## src/source/ahbApbPkg.sv

```systemverilog
/* AHB to APB bridge shared definitions
   Bus widths, slave address map, FSM states and AHB transfer sizes */
package ahbApbPkg;

	localparam int AddrWidth = 32;
	localparam int DataWidth = 32;

	localparam int NumSlaves = 4;

	// Slave index field, one 4 KB region per slave
	localparam int SlaveSelMsb = 15;
	localparam int SlaveSelLsb = 12;

	// Upper address bits required for a mapped transfer
	localparam logic [AddrWidth-SlaveSelMsb-2:0] SlaveRegionBase = '0;

	// Htrans codes of an active transfer
	localparam logic [1:0] HtransNonseq = 2'b10;
	localparam logic [1:0] HtransSeq    = 2'b11;

	typedef enum logic [2:0]
	{
		Idle,
		ReadSetup,
		ReadEnable,
		WriteWait,   // Waiting for Hwdata in the AHB data phase
		WriteSetup,
		WriteEnable
	} bridgeState;

	typedef enum logic [2:0]
	{
		SizeByte = 3'b000,
		SizeHalf = 3'b001,
		SizeWord = 3'b010
	} transferSize;

endpackage
```

## src/source/ahbApbBridge.sv

```systemverilog
`timescale 1ns/1ps
/* AHB to APB bridge top level
   One AHB slave port in front of four APB slaves */
module ahbApbBridge import ahbApbPkg::*;
(
	input  logic                 Hclk,
	input  logic                 Hresetn,
	input  logic                 Hsel,
	input  logic [AddrWidth-1:0] Haddr,
	input  logic                 Hwrite,
	input  logic [1:0]           Htrans,
	input  logic [2:0]           Hsize,
	input  logic [DataWidth-1:0] Hwdata,
	input  logic                 Hready,
	output logic                 Hreadyout,
	output logic [DataWidth-1:0] Hrdata,
	output logic [NumSlaves-1:0] Psel,
	output logic                 Penable,
	output logic                 Pwrite,
	output logic [AddrWidth-1:0] Paddr,
	output logic [DataWidth-1:0] Pwdata,
	input  logic [DataWidth-1:0] Prdata
);

	logic                 transferValid;
	logic                 xferWrite;
	transferSize          xferSize;
	logic [NumSlaves-1:0] slaveSel;
	logic [DataWidth-1:0] wdataHold;
	logic                 captureWdata;
	logic [DataWidth-1:0] readLane;

	ahbTransferCapture u_ahbTransferCapture
	(
		.Hclk(Hclk),
		.Hresetn(Hresetn),
		.Hsel(Hsel),
		.Haddr(Haddr),
		.Hwrite(Hwrite),
		.Htrans(Htrans),
		.Hsize(Hsize),
		.Hwdata(Hwdata),
		.Hready(Hready),
		.Hreadyout(Hreadyout),
		.captureWdata(captureWdata),
		.transferValid(transferValid),
		.Paddr(Paddr),
		.xferWrite(xferWrite),
		.xferSize(xferSize),
		.slaveSel(slaveSel),
		.wdataHold(wdataHold)
	);

	apbBridgeFsm u_apbBridgeFsm
	(
		.Hclk(Hclk),
		.Hresetn(Hresetn),
		.transferValid(transferValid),
		.xferWrite(xferWrite),
		.slaveSel(slaveSel),
		.Psel(Psel),
		.Penable(Penable),
		.Pwrite(Pwrite),
		.Hreadyout(Hreadyout),
		.captureWdata(captureWdata)
	);

	byteLaneSteer u_byteLaneSteer
	(
		.xferSize(xferSize),
		.addrOffset(Paddr[1:0]),
		.wdataHold(wdataHold),
		.Prdata(Prdata),
		.Pwdata(Pwdata),
		.Hrdata(readLane)
	);

	// Read data only in the read enable phase
	assign Hrdata = (Penable && !Pwrite) ? readLane : '0;

endmodule

```

## src/source/byteLaneSteer.sv

```systemverilog
`timescale 1ns/1ps
/* Little-endian byte lane steering
   Right-aligns the addressed lane of write and read data by size and offset */
module byteLaneSteer import ahbApbPkg::*;
(
	input  transferSize          xferSize,
	input  logic [1:0]           addrOffset,
	input  logic [DataWidth-1:0] wdataHold,
	input  logic [DataWidth-1:0] Prdata,
	output logic [DataWidth-1:0] Pwdata,
	output logic [DataWidth-1:0] Hrdata
);

	function automatic logic [DataWidth-1:0] laneSelect
	(
		input transferSize          size,
		input logic [1:0]           offset,
		input logic [DataWidth-1:0] data
	);
		logic [DataWidth-1:0] lane;

		lane = '0;
		case (size)
			SizeByte:
				lane[7:0] = data[{offset, 3'b000} +: 8];
			SizeHalf:
			begin
				if (!offset[0])
					lane[15:0] = data[{offset[1], 4'b0000} +: 16]; // Lower or upper half
			end
			SizeWord:
			begin
				if (offset == 2'b00)
					lane = data;
			end
			default:
				lane = '0;
		endcase
		return lane;
	endfunction

	// Same rule both ways
	assign Pwdata = laneSelect(xferSize, addrOffset, wdataHold);
	assign Hrdata = laneSelect(xferSize, addrOffset, Prdata);

endmodule

```

## src/source/apbBridgeFsm.sv

```systemverilog
`timescale 1ns/1ps
/* APB phase sequencer
   Steps each accepted transfer through setup and enable, drives the strobes and Hreadyout */
module apbBridgeFsm import ahbApbPkg::*;
(
	input  logic                 Hclk,
	input  logic                 Hresetn,
	input  logic                 transferValid,
	input  logic                 xferWrite,
	input  logic [NumSlaves-1:0] slaveSel,
	output logic [NumSlaves-1:0] Psel,
	output logic                 Penable,
	output logic                 Pwrite,
	output logic                 Hreadyout,
	output logic                 captureWdata
);

	bridgeState state;
	bridgeState nextState;
	logic       readyNext;

	always_comb
	begin
		nextState = state;
		case (state)
			Idle:
			begin
				if (transferValid)
					nextState = xferWrite ? WriteWait : ReadSetup;
			end
			ReadSetup:
				nextState = ReadEnable;
			WriteWait:
				nextState = WriteSetup;
			WriteSetup:
				nextState = WriteEnable;
			ReadEnable, WriteEnable:
			begin
				// Next address phase overlaps the enable phase
				if (transferValid)
					nextState = xferWrite ? WriteWait : ReadSetup;
				else
					nextState = Idle;
			end
			default:
				nextState = Idle;
		endcase
	end

	// Data phase stalls until the APB enable phase
	assign readyNext = !(nextState inside {ReadSetup, WriteWait, WriteSetup});

	always_ff @(posedge Hclk or negedge Hresetn)
	begin
		if (!Hresetn)
		begin
			state     <= Idle;
			Hreadyout <= 1'b1;
		end
		else
		begin
			state     <= nextState;
			Hreadyout <= readyNext;
		end
	end

	always_comb
	begin
		Psel    = '0;
		Penable = 1'b0;
		Pwrite  = 1'b0;
		case (state)
			ReadSetup:
				Psel = slaveSel;
			ReadEnable:
			begin
				Psel    = slaveSel;
				Penable = 1'b1;
			end
			WriteSetup:
			begin
				Psel   = slaveSel;
				Pwrite = 1'b1;
			end
			WriteEnable:
			begin
				Psel    = slaveSel;
				Penable = 1'b1;
				Pwrite  = 1'b1;
			end
			default:
				Psel = '0; // Idle and WriteWait keep the APB bus quiet
		endcase
	end

	assign captureWdata = (state == WriteWait);

	// Enable phase keeps the slave and direction of its setup phase
	aEnableSelected: assert property (@(posedge Hclk) disable iff (!Hresetn)
		Penable |-> (Psel == $past(Psel)) && (Pwrite == $past(Pwrite)));

	// Every enable phase lasts one cycle
	aEnableSingle: assert property (@(posedge Hclk) disable iff (!Hresetn)
		Penable |=> !Penable);

endmodule

```

## src/source/ahbTransferCapture.sv

```systemverilog
`timescale 1ns/1ps
/* AHB transfer capture
   Qualifies address phases, holds the transfer attributes and write data, decodes the slave */
module ahbTransferCapture import ahbApbPkg::*;
(
	input  logic                 Hclk,
	input  logic                 Hresetn,
	input  logic                 Hsel,
	input  logic [AddrWidth-1:0] Haddr,
	input  logic                 Hwrite,
	input  logic [1:0]           Htrans,
	input  logic [2:0]           Hsize,
	input  logic [DataWidth-1:0] Hwdata,
	input  logic                 Hready,
	input  logic                 Hreadyout,
	input  logic                 captureWdata,
	output logic                 transferValid,
	output logic [AddrWidth-1:0] Paddr,
	output logic                 xferWrite,
	output transferSize          xferSize,
	output logic [NumSlaves-1:0] slaveSel,
	output logic [DataWidth-1:0] wdataHold
);

	logic                             htransActive;
	logic                             regionHit;
	logic [SlaveSelMsb-SlaveSelLsb:0] slaveIdx;
	logic [NumSlaves-1:0]             decodeSel;
	logic                             xferWriteReg;

	assign htransActive  = (Htrans == HtransNonseq) || (Htrans == HtransSeq);
	assign transferValid = Hsel && htransActive && Hready && Hreadyout;

	// Address map decode
	assign regionHit = (Haddr[AddrWidth-1:SlaveSelMsb+1] == SlaveRegionBase);
	assign slaveIdx  = Haddr[SlaveSelMsb:SlaveSelLsb];

	always_comb
	begin
		for (int i = 0; i < NumSlaves; i++)
		begin
			decodeSel[i] = regionHit && (slaveIdx == ($bits(slaveIdx))'(i)); // Index above range stays unmapped
		end
	end

	always_ff @(posedge Hclk or negedge Hresetn)
	begin
		if (!Hresetn)
		begin
			Paddr        <= '0;
			xferWriteReg <= 1'b0;
			xferSize     <= SizeByte;
			slaveSel     <= '0;
		end
		else if (transferValid)
		begin
			Paddr        <= Haddr;
			xferWriteReg <= Hwrite;
			xferSize     <= transferSize'(Hsize);
			slaveSel     <= decodeSel;
		end
	end

	// FSM picks the direction in the accepting cycle
	assign xferWrite = transferValid ? Hwrite : xferWriteReg;

	always_ff @(posedge Hclk)
	begin
		if (captureWdata)
			wdataHold <= Hwdata; // End of the write data phase
	end

	aSizeLegal: assert property (@(posedge Hclk) disable iff (!Hresetn)
		transferValid |-> (Hsize <= SizeWord));

endmodule

```

## config.mk

```make
export PLATFORM = sky130hd
export DESIGN_NAME = ahbApbBridge
export DESIGN_NICKNAME = d
export VERILOG_FILES = /design/src/source/ahbApbPkg.sv /design/src/source/ahbApbBridge.sv /design/src/source/byteLaneSteer.sv /design/src/source/apbBridgeFsm.sv /design/src/source/ahbTransferCapture.sv
export SDC_FILE = /design/constraint.sdc
export NUM_CORES = 1
export LEC_CHECK = 0
export BUFFER_PORTS_ARGS = -buffer_cell sky130_fd_sc_hd__buf_2
export CAP_MARGIN = 40
export CELL_PAD_IN_SITES_DETAIL_PLACEMENT = 1
export CELL_PAD_IN_SITES_GLOBAL_PLACEMENT = 1
export CORE_ASPECT_RATIO = 1.2
export CORE_MARGIN = 1
export CORE_UTILIZATION = 36
export CTS_BUF_LIST = sky130_fd_sc_hd__clkbuf_2 sky130_fd_sc_hd__clkbuf_4 sky130_fd_sc_hd__clkbuf_8
export DETAILED_ROUTE_END_ITERATION = 12
export PLACE_DENSITY = 0.95
export SLEW_MARGIN = 5
export SYNTH_ARGS = -nofsm -noshare
export SYNTH_HDL_FRONTEND = slang
export SYNTH_SLANG_ARGS = --single-unit
```

## constraint.sdc

```tcl
create_clock -name Hclk -period 5.34 [get_ports Hclk]
set_input_delay 0.534 -clock Hclk [delete_from_list [all_inputs] [get_ports Hclk]]
set_output_delay 0.534 -clock Hclk [all_outputs]
set_load 0.05 [all_outputs]
```

==> results.tsv, run 1 <==
metric	value	unit
outcome	finished, final reports clean	
synth_top_area_share	27.8	%
firstDrtPassIters	4	
crit_start	u_ahbTransferCapture.xferSize[0]	
postCtsHoldBufs	0	
required	4810	ps
die_area	10900	um^2
syn_avg_cell_area	9.97	um^2
setup_ws	2250	ps
clock_sinks	75	
ys_ff_latch	75	
dp_hpwl	9.51	mm
endpoint_kind	output port	
setup_viol	0	
drt-initial-drc-count	119	
worst_pin_slew	916	ps
cts_tree	done	
path_clk_slew	80	ps
antenna_found_initial	2	
clock_latency	350	ps
num_rows	40	
async_flop_share	57.3	%
irDropWorstVdd	0.000295	V
r2r-start	u_apbBridgeFsm.Hreadyout	
yosys_warnings	0	
io_pins	209	
syn_inst	380	
pwr-share-seq	35.8	%
hp-class	in -> async	
fmax	0.323	GHz
ctsHtreeMaxLevel	3	
yosysMostFrequentCell	nand2_1	
hold_violations	0	
switchingPower	1.08	mW
critical_path_peak_fanout	22	
dp_cells	695	
cts_setup_buffers	0	
maxCapViolCount	0	
relSlewSlack	38.9	%
post_drt_wl_per_cell	17.6	um
netSwitchingFraction	48.5	%
ys.flop_type	dfrtp_1	
cp-start-kind	flop	
skew	10.5	ps
synthTopCellsByArea	dfrtp_1 28%, edfxtp_1 25%, nand2_1 12%, and2_1 5.9%, mux2_2 4.8%	
place_congestion	0.793	
maxSlewViolCount	0	
cts_inserted_buffers	9	
p_per_area	435	nW/um^2
io_buffers	207	
min_period_over_period	57.9	%
fin_tns_setup	0	ps
period_minus_slack	3090	ps
root_buffer	clkbuf_8	
synth.distinct_cells	39	
fp.dieW	95.6	um
fp.coreArea	10100	um^2
clkPwrFrac	17.6	%
avgViaCountPerCell	5.22	
route.antenna.remaining_nets	0	
grt_overflow_total	0	
ys_seq_area_share	53.8	%
pre_cts_slack	2620	ps
synth-edff-count	32	
rsz0062_at_grt	no	
netlist_area	3790	um^2
reg2regPathDepth	4	
wl	12.5	mm
grt_use_total	23.2	%
grt_pass1_vias	3775	
intPower	1.15	mW
grt_max_degree	34	
ys_top_cells_by_count	117 x nand2_1, 42 x dfrtp_1, 36 x and2_1	
vias	3718	
p_leak	2.62	nW
final_nets	686	
synthesis.nets	486	
total_power	2.23	mW
layout.cells.non_filler	712	
cts_resized	0	
cts_buffer_depth	2	
start_util	37.5	%
drive_gt1_share	43.2	%
worstSetupPathType	reg -> out	
fp.dieH	114	um
grt_pass1_wl	19.0	mm
cp.arrival	2560	ps
drc	0	
syn2layout_area_growth	35.3	%
comb_power_share	46.6	%
yosysTopAreaCell	dfrtp_1	
[state kept, by name (all words and copies together) (netlist names)]
register	cells
u_ahbTransferCapture.Paddr	32
u_ahbTransferCapture.slaveSel	4
u_ahbTransferCapture.wdataHold	32
u_ahbTransferCapture.xferSize	3
u_apbBridgeFsm.Hreadyout	1
u_apbBridgeFsm.state	3
[stage by stage]
step | hold WS (ps) | utilization (%) | instance area [um^2]
final | 58.8 | 50.7 | 5120
after global routing | 52.0 | 50.7 | 5120
after CTS | 45.3 | 50.7 | 5120
after detailed placement | 443 | 48.9 | 4950
after global placement | 456 | 48.5 | 4900
after floorplan | 238 | - | 3790
[power by group through the flow]
stage | Sequential [mW] | Combinational [mW] | Clock, mW
after floorplan | 0.996 | 0.565 | 0
after global placement | 0.815 | 0.984 | 0
after detailed placement | 0.808 | 1.04 | 0
after CTS | 0.798 | 1.05 | 0.409
after global routing | 0.813 | 1.10 | 0.429
final | 0.798 | 1.04 | 0.393
[area by class of cell]
type	count	area (um^2)
Clock buffer	9	124
Sequential cell	75	2040
Inverter	3	11.3
Clock inverter	7	51.3
Tap cell	126	158
Fill cell	1238	4990
Antenna cell	1	2.50
Timing Repair Buffer	214	1120
Multi-Input combinational cell	277	1620
[critical path: stages, from the launching register on]
cell and delay (ps):
dfrtp_1 730, nor4b_4 790, a22oi_1 160, a21oi_1 230
buf_2 300
[final timing paths]
check,to,slack (ps)
max in group asynchronous,u_apbBridgeFsm.Hreadyout,4740
min reg2reg,u_ahbTransferCapture.Paddr[27],480
max,Hrdata[6],2250
min in group Hclk,u_ahbTransferCapture.wdataHold[20],350
min,u_ahbTransferCapture.Paddr[20],60
max reg2reg,u_ahbTransferCapture.slaveSel[0],3170
[layout by cell type (no fill, tap or decap), types with 2 or more instances in the layout]
master      netlist  routed
nor4b_4           2       2
nand2_1         117     117
and4_1            2       2
a32oi_1          16      16
a22o_1           14      14
nor4_1            4       4
a21o_1            3       3
nand2b_1          3       3
nor2_2            1       2
inv_6             0       2
mux2_2           16      16
nand4_1           2       2
clkinvlp_4        0       2
a22oi_1           9       9
o21ai_0           2       2
nor2_1           21      20
a21oi_1          10      10
inv_1             3       3
buf_2             5     207
dfrtp_1          42      42
edfxtp_1         32      32
buf_4             2       5
clkinv_2          0       2
clkbuf_8          0       9
and2_1           36      36
o41ai_1           4       4
nor2b_1           3       3
[cell families after synthesis]
kind of cell           share of synthesized area, %
AO/OA/AOI/OAI                                  12.9
multiplexers                                   4.76
flip-flops                                     53.8
AND/OR/NAND/NOR                                24.6
XOR/XNOR                                      0.463
buffers and inverters                          3.53
[routing by layer]
layer	part of all wire (%)	track usage, %	up-vias
met3	7.5	6.84	24
li1	-	-	1731
met4	2.6	8.56	2
met1	37	25.4	1794
met5	0.10	0	-
met2	52	41.7	167
(Power assumes the default switching activity.)
==> inputs of run 2 (changes only) <==
--- a/config.mk
+++ b/config.mk
@@ -11,10 +11,10 @@
 export CELL_PAD_IN_SITES_GLOBAL_PLACEMENT = 1
 export CORE_ASPECT_RATIO = 1.2
 export CORE_MARGIN = 1
-export CORE_UTILIZATION = 36
+export CORE_UTILIZATION = 30
 export CTS_BUF_LIST = sky130_fd_sc_hd__clkbuf_2 sky130_fd_sc_hd__clkbuf_4 sky130_fd_sc_hd__clkbuf_8
 export DETAILED_ROUTE_END_ITERATION = 12
-export PLACE_DENSITY = 0.95
+export PLACE_DENSITY = 0.89
 export SLEW_MARGIN = 5
 export SYNTH_ARGS = -nofsm -noshare
 export SYNTH_HDL_FRONTEND = slang
==> constraint.sdc (replaced) <==
create_clock -name Hclk -period 2.8 [get_ports Hclk]
set_input_delay 0.28 -clock Hclk [delete_from_list [all_inputs] [get_ports Hclk]]
set_output_delay 0.28 -clock Hclk [all_outputs]
set_load 0.05 [all_outputs]
==> results.tsv, run 2 (synthesized netlist as in run 1, its figures left out) <==
metric	value	unit	change
hp-class	in -> reg		
worstSetupPathType	reg -> out		
vias	3722		+0.11%
cpMaxStageDelayCell	dfrtp_1		
min_period_over_period	93.3	%	
fp.coreArea	12200	um^2	+21%
post_drt_wl_per_cell	16.9	um	-4.2%
p_leak	2.68	nW	+2.3%
drt-initial-drc-count	174		+46%
fillers	1492		+21%
pre_cts_slack	423	ps	-2190 ps
cts_tree	done		
grt_pass1_vias	3907		+3.5%
slowest_delay	590	ps	-200 ps
setup_viol	0		unchanged
outcome	finished, final reports clean		
avgViaCountPerCell	4.95		-5.2%
drive_gt1_share	44.1	%	+0.82 points
fmax	0.383	GHz	
setup_ws	188	ps	-2060 ps
cp-start-kind	flop		
cts_buffer_depth	2		unchanged
route.antenna.remaining_nets	0		unchanged
drc	0		unchanged
reg_top3	u_ahbTransferCapture.Paddr x32, u_ahbTransferCapture.wdataHold x32, u_ahbTransferCapture.slaveSel x4		
whs	86.2	ps	+27.4 ps
final_cell_mix	207 x buf_2, 117 x nand2_1, 41 x dfrtp_1, 36 x and2_1, 32 x edfxtp_1		
cts_inserted_buffers	9		unchanged
num_rows	44		+10%
root_buffer	clkbuf_8		
critical_path_peak_fanout	16		-27%
fp.dieW	105	um	+9.3%
clock_sinks	75		unchanged
grt_pass1_wl	20.0	mm	+5.7%
worst_pin_slew	752	ps	-163 ps
crit_chain	nor2_2 -> and4_2 -> and2_1 -> buf_2		
io_pins	209		unchanged
place_congestion	0.833		+5.0%
irDropWorstVdd	0.000423	V	+43%
grt_max_degree	34		unchanged
skew	12.6	ps	+2.09 ps
antenna_found_initial	1		-1
hold_violations	0		unchanged
start_util	31.0	%	-6.5 points
maxCapViolCount	0		unchanged
clock_latency	360	ps	about the same
firstDrtPassIters	5		+1
cp.arrival	2330	ps	-230 ps
syn2layout_area_growth	39.4	%	
p_per_area	860	nW/um^2	+98%
dp_hpwl	9.71	mm	+2.1%
maxSlewViolCount	0		unchanged
required	2520	ps	-2290 ps
endpoint_kind	output port		
fin_tns_setup	0	ps	unchanged
relSlewSlack	49.5	%	+11 points
wl	12.7	mm	+1.2%
period_minus_slack	2610	ps	
grt_use_total	19.5	%	-3.7 points
ctsHtreeMaxLevel	3		unchanged
die_area	13100	um^2	+20%
path_clk_slew	90	ps	about the same
grt_overflow_total	0		unchanged
seqCellArea	2040	um^2	about the same
io_buffers	207		unchanged
final_common_cell	buf_2		
rsz0062_at_grt	no		
fp.dieH	125	um	+9.4%
multi_input_area	1620	um^2	+0.15%
final_nets	691		+0.73%
## run 2: path summary, 6_finish.rpt
kind | startpoint | end | slack, ps | cells past startpoint
setup reg to reg | u_apbBridgeFsm.Hreadyout | u_ahbTransferCapture.slaveSel[0] | 960 | 3
max in group asynchronous | Hresetn | u_ahbTransferCapture.xferSize[0] | 1840 | 3
hold / removal | Hwdata[29] | u_ahbTransferCapture.wdataHold[29] | 90 | 1
min in group asynchronous | Hresetn | u_ahbTransferCapture.Paddr[24] | 450 | 2
hold reg to reg | u_ahbTransferCapture.Paddr[20] | u_ahbTransferCapture.Paddr[20] | 470 | 2
setup / recovery | u_ahbTransferCapture.Paddr[0] | Hrdata[21] | 190 | 4
## run 2: cell type report
class                           count  area share, %
Timing Repair Buffer              219           22.0
Inverter                            3          0.213
Tap cell                          161           3.82
Multi-Input combinational cell    277           30.7
Sequential cell                    75           38.6
Antenna cell                        1         0.0474
Clock buffer                       11           2.63
Clock inverter                      5           1.97
## run 2: worst max-delay path, delay by kind of cell (launching register included)
kind / cells / cell delay (ps)
buf+inv: 1 / 260
flops: 1 / 590
simple gates: 3 / 1130
## run 2: where the power goes
group	total, mW	switching [mW]	internal (mW)
clock	1.03	0.419	0.613
combinational	2.00	1.46	0.543
sequential	1.51	0.176	1.33
total	4.54	2.05	2.49
## run 2: through the flow
stage,instance area [um^2],util [%],power (mW),cells
floorplan,3790,-,2.98,380
global placement,4970,40.7,3.46,732
detailed placement,5000,40.9,3.53,733
CTS,5250,43.0,4.57,750
global route,5280,43.2,4.75,751
finish,5280,43.2,4.54,752
## run 2: timing repair
action                     CTS  global route
hold buffers                 1             0
gates resized for setup      0             3
hold endpoints to repair    20             0
buffers inserted             0             1
setup endpoints to repair    0            48
## run 2: metal layers
layer | vias up | routed length, um | share of wire [%] | GRT usage [%]
met1 | 1787 | 4910 | 39 | 21.2
met4 | 0 | 286 | 2.3 | 7.29
li1 | 1746 | - | - | -
met5 | - | 0 | 0 | 0
met2 | 167 | 6530 | 52 | 35.5
met3 | 22 | 944 | 7.4 | 5.74
